### config.mk
export PLATFORM = sky130hd
export DESIGN_NAME = luma_top
export DESIGN_NICKNAME = d
export VERILOG_FILES = /design/src/luma_pkg.sv /design/src/term_if.sv /design/src/rgb_coeff_mult.sv /design/src/term_fifo.sv /design/src/luma_sum.sv /design/src/luma_top.sv
export SDC_FILE = /design/constraint.sdc
export NUM_CORES = 1
export LEC_CHECK = 0
export ABC_CLOCK_PERIOD_IN_PS = 5000
export BUFFER_PORTS_ARGS = -buffer_cell sky130_fd_sc_hd__clkbuf_2
export CAP_MARGIN = 25
export CORE_MARGIN = 5
export CORE_UTILIZATION = 40
export CTS_CLUSTER_DIAMETER = 200
export CTS_CLUSTER_SIZE = 8
export DETAILED_ROUTE_END_ITERATION = 10
export GPL_ROUTABILITY_DRIVEN = 0
export REMOVE_ABC_BUFFERS = 1
export SYNTH_ARGS = -nofsm -noshare
export SYNTH_HDL_FRONTEND = slang
export SYNTH_SLANG_ARGS = --single-unit
### constraint.sdc
create_clock -name clk -period 5 [get_ports clk]
set_clock_uncertainty 0.2 [all_clocks]
set_input_delay 1.25 -clock clk [delete_from_list [all_inputs] [get_ports clk]]
set_output_delay 1.25 -clock clk [all_outputs]
set_load 0.01 [all_outputs]
### src/luma_pkg.sv
/*
  shared constants and types for the luma datapath
  coef_r + coef_g + coef_b must stay at 256 so the rounded sum fits term_w bits
*/
package luma_pkg;

  // ------------------------------
  // widths
  // ------------------------------
  // one weighted term, 8-bit channel times an 8-bit coefficient
  localparam int term_w = 16;

  // ------------------------------
  // BT.601 weights, scaled by 256
  // ------------------------------
  localparam int unsigned coef_r = 77;
  localparam int unsigned coef_g = 150;
  localparam int unsigned coef_b = 29;

  // half an lsb of the final shift by 8
  localparam int unsigned round_bias = 128;

  // ------------------------------
  // payload types
  // ------------------------------
  // three weighted terms, r in the upper bits
  typedef struct packed {
    logic [term_w-1:0] r_term;
    logic [term_w-1:0] g_term;
    logic [term_w-1:0] b_term;
  } term_t;

  // one input pixel, 8 bits per channel
  typedef struct packed {
    logic [7:0] r;
    logic [7:0] g;
    logic [7:0] b;
  } pix_t;

endpackage

### src/term_if.sv
/*
  valid/ready link that carries the three weighted terms
  the sink owns ready, the source owns valid and the terms
*/
interface term_if;
  import luma_pkg::*;

  // handshake
  logic valid;
  logic ready;

  // payload, one field per channel
  logic [term_w-1:0] r_term;
  logic [term_w-1:0] g_term;
  logic [term_w-1:0] b_term;

  // producing side
  modport source (
    output valid,
    output r_term,
    output g_term,
    output b_term,
    input  ready
  );

  // consuming side
  modport sink (
    input  valid,
    input  r_term,
    input  g_term,
    input  b_term,
    output ready
  );

endinterface

### src/rgb_coeff_mult.sv
/*
  weights R, G and B by the luma coefficients
  q.ready acts as clock enable, the whole pipeline freezes while it is low
  MULT_LAT = 0 gives a purely combinational path
  BYPASS zero-extends the raw channels, for debug only
*/
module rgb_coeff_mult #(
  parameter int unsigned MULT_LAT = 2,
  parameter bit          USE_DSP  = 1'b0,
  parameter bit          BYPASS   = 1'b0
) (
  input  logic           clk,
  input  logic           rst,
  input  logic           in_valid,
  input  luma_pkg::pix_t in_pix,
  term_if.source         q
);
  import luma_pkg::*;

  // ------------------------------
  // stage 0, combinational terms
  // ------------------------------
  term_t t0;

  // constant multiply built from shifted copies of x
  // one adder per set bit of coef, the loop folds away at elaboration
  function automatic logic [term_w-1:0] shift_add(input logic [7:0] x,
                                                  input int unsigned coef);
    logic [term_w-1:0] acc;
    acc = '0;
    for (int i = 0; i < 8; i++) begin
      if (coef[i]) begin
        acc = acc + (term_w'(x) << i);
      end
    end
    return acc;
  endfunction

  always_comb begin
    if (BYPASS) begin
      // raw channels, no weighting
      t0.r_term = term_w'(in_pix.r);
      t0.g_term = term_w'(in_pix.g);
      t0.b_term = term_w'(in_pix.b);
    end else if (USE_DSP) begin
      // plain products, left to the tool to map onto multipliers
      t0.r_term = term_w'(in_pix.r) * term_w'(coef_r);
      t0.g_term = term_w'(in_pix.g) * term_w'(coef_g);
      t0.b_term = term_w'(in_pix.b) * term_w'(coef_b);
    end else begin
      // shift-add, no multiplier needed
      t0.r_term = shift_add(in_pix.r, coef_r);
      t0.g_term = shift_add(in_pix.g, coef_g);
      t0.b_term = shift_add(in_pix.b, coef_b);
    end
  end

  // ------------------------------
  // enable-gated delay line
  // ------------------------------
  generate
    if (MULT_LAT == 0) begin : g_comb
      // straight through, valid follows the input in the same cycle
      assign q.valid  = in_valid;
      assign q.r_term = t0.r_term;
      assign q.g_term = t0.g_term;
      assign q.b_term = t0.b_term;
    end else begin : g_pipe
      logic [MULT_LAT-1:0] v_pipe;
      term_t               t_pipe [MULT_LAT];

      // valid bits, cleared by reset
      always_ff @(posedge clk or posedge rst) begin
        if (rst) begin
          v_pipe <= '0;
        end else if (q.ready) begin
          v_pipe[0] <= in_valid;
          for (int k = 1; k < MULT_LAT; k++) begin
            v_pipe[k] <= v_pipe[k-1];
          end
        end
      end

      // term registers move in step with the valid bits
      always_ff @(posedge clk) begin
        if (q.ready) begin
          t_pipe[0] <= t0;
          for (int k = 1; k < MULT_LAT; k++) begin
            t_pipe[k] <= t_pipe[k-1];
          end
        end
      end

      // last stage drives the link
      assign q.valid  = v_pipe[MULT_LAT-1];
      assign q.r_term = t_pipe[MULT_LAT-1].r_term;
      assign q.g_term = t_pipe[MULT_LAT-1].g_term;
      assign q.b_term = t_pipe[MULT_LAT-1].b_term;
    end
  endgenerate

endmodule

### src/term_fifo.sv
/*
  synchronous FIFO between the multiplier and the adder
  FIFO_DEPTH must be a power of two, 2 or more
  write ready is plain not-full, read valid is not-empty
  head is read combinationally, a push shows up one cycle later
*/
module term_fifo #(
  parameter type         payload_t  = luma_pkg::term_t,
  parameter int unsigned FIFO_DEPTH = 4
) (
  input  logic   clk,
  input  logic   rst,
  term_if.sink   wr,
  term_if.source rd
);

  // ------------------------------
  // pointers and flags
  // ------------------------------
  localparam int unsigned addr_w = $clog2(FIFO_DEPTH);

  // extra msb tells a full FIFO from an empty one
  logic [addr_w:0] wr_ptr;
  logic [addr_w:0] rd_ptr;

  logic full;
  logic empty;
  logic push;
  logic pop;

  // storage
  payload_t mem [FIFO_DEPTH];
  payload_t wr_data;
  payload_t rd_data;

  // same slot, different lap means full
  assign full  = (wr_ptr[addr_w] != rd_ptr[addr_w]) &&
                 (wr_ptr[addr_w-1:0] == rd_ptr[addr_w-1:0]);
  assign empty = (wr_ptr == rd_ptr);

  // handshakes on both sides
  assign wr.ready = !full;
  assign rd.valid = !empty;
  assign push     = wr.valid && wr.ready;
  assign pop      = rd.valid && rd.ready;

  // ------------------------------
  // payload packing
  // ------------------------------
  // interface fields into the packed payload, r in the upper bits
  assign wr_data = payload_t'({wr.r_term, wr.g_term, wr.b_term});

  // head entry back out to the fields
  assign rd_data = mem[rd_ptr[addr_w-1:0]];
  assign {rd.r_term, rd.g_term, rd.b_term} = rd_data;

  // ------------------------------
  // storage and pointer update
  // ------------------------------
  // array write, no reset on the data
  always_ff @(posedge clk) begin
    if (push) begin
      mem[wr_ptr[addr_w-1:0]] <= wr_data;
    end
  end

  // write pointer
  always_ff @(posedge clk or posedge rst) begin
    if (rst) begin
      wr_ptr <= '0;
    end else if (push) begin
      wr_ptr <= wr_ptr + 1'b1;
    end
  end

  // read pointer, independent of the write side
  // so push and pop may fall in the same cycle
  always_ff @(posedge clk or posedge rst) begin
    if (rst) begin
      rd_ptr <= '0;
    end else if (pop) begin
      rd_ptr <= rd_ptr + 1'b1;
    end
  end

endmodule

### src/luma_sum.sv
/*
  adds the weighted terms, rounds and keeps Y in a one-entry output register
  a pop in cycle t gives out_valid and out_y in cycle t+1
  the sum fits term_w bits because the coefficients add up to 256
*/
module luma_sum (
  input  logic       clk,
  input  logic       rst,
  term_if.sink       q,
  output logic       out_valid,
  input  logic       out_ready,
  output logic [7:0] out_y
);
  import luma_pkg::*;

  // ------------------------------
  // combinational sum
  // ------------------------------
  logic [term_w-1:0] sum;
  logic              pop;

  // worst case 255*256 + 128, still below 2**16
  assign sum = q.r_term + q.g_term + q.b_term + term_w'(round_bias);

  // ------------------------------
  // output register handshake
  // ------------------------------
  // take a new entry when the register is empty
  // or its content leaves this cycle
  assign q.ready = !out_valid || out_ready;
  assign pop     = q.valid && q.ready;

  // occupancy flag
  always_ff @(posedge clk or posedge rst) begin
    if (rst) begin
      out_valid <= 1'b0;
    end else if (q.ready) begin
      // refill or drain, whichever applies
      out_valid <= q.valid;
    end
  end

  // result byte, shift right by 8
  always_ff @(posedge clk) begin
    if (pop) begin
      out_y <= sum[15:8];
    end
  end

endmodule

### src/luma_top.sv
/*
  RGB to Y converter, one 8-bit Y per accepted pixel
  in_ready mirrors the multiplier enable and drops only while the FIFO is full
  latency is MULT_LAT + 2 cycles with no back-pressure
*/
module luma_top #(
  parameter int unsigned MULT_LAT   = 2,
  parameter int unsigned FIFO_DEPTH = 4,
  parameter bit          USE_DSP    = 1'b0,
  parameter bit          BYPASS     = 1'b0
) (
  input  logic       clk,
  input  logic       rst,
  // pixel input
  input  logic       in_valid,
  output logic       in_ready,
  input  logic [7:0] in_r,
  input  logic [7:0] in_g,
  input  logic [7:0] in_b,
  // luma output
  output logic       out_valid,
  input  logic       out_ready,
  output logic [7:0] out_y
);
  import luma_pkg::*;

  // ------------------------------
  // internal links
  // ------------------------------
  term_if mult_q ();
  term_if q_sum ();

  pix_t in_pix;

  // channels into one pixel word
  assign in_pix = '{r: in_r, g: in_g, b: in_b};

  // FIFO space is also the pipeline enable
  assign in_ready = mult_q.ready;

  // ------------------------------
  // datapath
  // ------------------------------
  // weighting stage
  rgb_coeff_mult #(
    .MULT_LAT (MULT_LAT),
    .USE_DSP  (USE_DSP),
    .BYPASS   (BYPASS)
  ) u_mult (
    .clk      (clk),
    .rst      (rst),
    .in_valid (in_valid),
    .in_pix   (in_pix),
    .q        (mult_q.source)
  );

  // decouples the frozen pipeline from the output
  term_fifo #(
    .payload_t  (term_t),
    .FIFO_DEPTH (FIFO_DEPTH)
  ) u_fifo (
    .clk (clk),
    .rst (rst),
    .wr  (mult_q.sink),
    .rd  (q_sum.source)
  );

  // sum, round and hold
  luma_sum u_sum (
    .clk       (clk),
    .rst       (rst),
    .q         (q_sum.sink),
    .out_valid (out_valid),
    .out_ready (out_ready),
    .out_y     (out_y)
  );

endmodule

==> summary.txt <==
Global route
  – Vias in the first global route: about 6600
  – Pin count of the biggest net entering global routing: 59
  – First-pass GRT wire length: around 35000 um
  – Initial antenna violation count: 0
  – GRT Residual Overflow: 0
  – Total track usage: 0.122

Worst setup path
  – Crit path kind: input pin to flip-flop
  – CP Capture Type: flip-flop
  – Cell family with most CP delay: adder cells
  – Worst EP required: 5.06 ns
  – Arrival time at the worst endpoint: 4.53 ns
  – Worst Path Max Fanout: 4
  – Most used cell, CP: a21oi_1
  – Worst Setup Start Kind: input pin
  – Critical path buffers and inverters: 3
  – Crit-path cells: clkbuf_2 > ha_1 > fa_1 > a21o_1 > a21oi_1 > o21bai_1 > a21oi_1 > xnor2_1 > fa_1 > inv_1 > ha_1 > a21oi_1 > nor2b_1 > o21a_1 > o41ai_1 > buf_4 > xnor2_1
  – CP max-delay cell: fa_1
  – Largest stage delay on the critical path: 0.48 ns

STA
  – Setup repair after global routing missed its margin: false
  – Final hold violations: 0
  – Final setup fails: 0
  – Least-Margin Pin Slew: 0.847 ns
  – Min Tclk post-route: roughly 4.5 ns
  – Final period utilization: 0.894
  – Slew Limit Headroom: 0.435
  – Fin. max-slew vios: 0
  – Max Clk Rate: 224 MHz

Drt
  – 1st-pass router iterations: 4
  – Routed WL: 21200 um
  – Vias/cell: 4.95
  – DR WL/cell: 16.7 um
  – Vias: approximately 6300
  – Iter 0 DRT Violations: 238
  – DRT antenna net count: 0
  – DRC Markers: 0

Synthesis
  – EDFF count, synth: between 200 and 300
  – Top FF cell, synth: edfxtp_1
  – #FFs+latches synth: 275
  – Synthesized area per cell: approximately 17 um^2
  – Post-synthesis instance area: 12800 um^2
  – Sequential area share after synthesis: 0.643
  – Asr flop ratio synth: 0.0327
  – Yosys warnings: 0
  – Synth cell types: between 40 and 50
  – Synth Instances: 771

Clocking
  – # hold bufs at CTS: 0
  – Sink Count: 275
  – Post-CTS setup buffers: 0
  – Clk slew on worst S/H paths: 0.05 ns
  – H-tree Lvls: 2
  – Max Buffers Root-to-Sink: 3
  – TritonCTS clock tree: done
  – Root buffer selected by CTS: clkbuf_16
  – Clk Latency, worst-skew pair: 0.50 ns
  – TritonCTS Buffers: 40
  – Post-CTS sizing: 0

Outcome
  – Status: complete, no violations

Layout
  – Diodes inserted: 0
  – Share of post-route cells with drive strength above 1: 0.183
  – Fillers: 2717
  – Post-Layout Inst Area: 14700 um^2
  – # nets final: 1004
  – Area growth from synthesis to layout: 15.2%

Floorplan
  – I/O Pins: 38
  – Cell Rows: 65
  – Core Region: 31600 um^2
  – Starting Density: 0.405
  – Die height: 189 um
  – Die area: ~36000 um^2
  – Die width: 189 um

Placed design
  – DP HPWL: about 15000 um
  – PortBufs: 37
  – Placement-stage cell area: 13600 um^2

Run
  – Max cap viols: 0

Min path
  – Min-Delay Path Class: flip-flop to flip-flop
-- metrics by stage --
stage	hold slack [ns]	std cells	worst slack (ns)	TNS (ns)	util
final	0.213	1270	0.530	0	0.466
after floorplan	0.200	758	-1.52	-302.54	-
after global routing	0.218	1270	0.283	0	0.466
after CTS	0.208	1270	0.519	0	0.466
after global placement	0.201	1219	0.0242	0	0.431
after detailed placement	0.205	1220	0.0151	0	0.431
-- final timing paths --
| check | from | end | slack, ns | cells past startpoint |
|---|---|---|---|---|
| worst min register to register | u_mult.g_pipe.t_pipe[0][28]$_DFFE_PN_ | u_mult.g_pipe.t_pipe[0][76]$_DFFE_PN_ | 0.21 | 0 |
| min in group asynchronous | rst | u_fifo.rd_ptr[2]$_DFFE_PP0P_ | 0.50 | 2 |
| worst max register to register | u_fifo.rd_ptr[0]$_DFFE_PP0P_ | u_sum.out_y[4]$_DFFE_PP_ | 0.76 | 13 |
| worst min-delay path | u_mult.g_pipe.t_pipe[0][28]$_DFFE_PN_ | u_mult.g_pipe.t_pipe[0][76]$_DFFE_PN_ | 0.21 | 0 |
| worst max-delay path | in_g[1] | u_mult.g_pipe.t_pipe[0][29]$_DFFE_PN_ | 0.53 | 17 |
| max in group asynchronous | rst | u_fifo.rd_ptr[0]$_DFFE_PP0P_ | 3.81 | 2 |
-- cell families after synthesis --
group	Yosys count	share of synthesized area
buffers and inverters	116	0.0352
xor gates and xnor gates	53	0.0364
AOI/OAI and AO/OA	88	0.0469
DFF	275	0.643
and+or+nand+nor	79	0.0302
adders and majority gates	116	0.133
muxes	44	0.0750
-- worst reg2reg max path: stages (launching register included) --
cell	delay, ns
dfrtp_2	0.50
buf_4	0.29
mux4_2	0.52
inv_1	0.10
fa_1	0.41
inv_1	0.07
ha_1	0.22
ha_1	0.30
nand4_1	0.15
a2111oi_2	0.53
o41ai_4	0.20
a21oi_2	0.25
a21oi_1	0.11
xnor2_1	0.13
-- cells in the mapped netlist, types with 9 or more instances --
library cell  number  share of area
nor2b_1            9         0.0044
o21ai_0           12         0.0047
a21oi_1           29          0.011
nor2_1            21         0.0062
nor3_1            13         0.0051
dfrtp_1            9          0.018
xor2_1            14         0.0096
ha_1              83          0.081
a21o_1            14         0.0082
mux4_2            41          0.072
edfxtp_1         266           0.63
xnor2_1           39          0.027
inv_1            103          0.030
nand2_1           15         0.0044
fa_1              33          0.052
-- flip-flops by register name, summed over array words and instances (netlist names) --
register,flops
u_fifo.mem,172
u_fifo.rd_ptr,3
u_fifo.wr_ptr,3
u_mult.g_pipe.t_pipe,86
u_mult.g_pipe.v_pipe,2
u_sum.out_valid,1
u_sum.out_y,8
-- final cells by class --
type	count	area [um^2]	area share
Inverter	103	387	0.0263
Clock inverter	2	23.8	0.00162
Multi-Input combinational cell	380	4120	0.280
Clock buffer	48	1070	0.0730
Timing Repair Buffer	60	383	0.0260
Tap cell	402	503	0.0342
Sequential cell	275	8220	0.559
-- per-layer routing --
metal | global-route usage | wire (um) | vias to the layer above
met2 | 0.198 | 10100 | 115
met4 | 0.0303 | 328 | 0
li1 | - | - | 3023
met5 | 0 | 0 | -
met3 | 0.0265 | 965 | 27
met1 | 0.171 | 9860 | 3125
-- layout by cell type (no fill, tap or decap), types with 7 or more instances in the layout --
cell type / Yosys / final
clkbuf_16: 0 / 42
fa_1: 33 / 33
edfxtp_1: 266 / 266
clkbuf_2: 0 / 37
nand2_1: 15 / 15
mux4_2: 41 / 41
a21o_1: 14 / 14
inv_1: 103 / 103
nor2b_1: 9 / 9
dfrtp_1: 9 / 7
a21oi_1: 29 / 29
o21ai_0: 12 / 12
nor3_1: 13 / 13
ha_1: 83 / 83
buf_4: 0 / 21
xor2_1: 14 / 14
nor2_1: 21 / 21
xnor2_1: 39 / 39
Power is left out: the tool's default activity adds up to more than one toggle a clock period on the data nets, which glitch-free logic cannot reach.
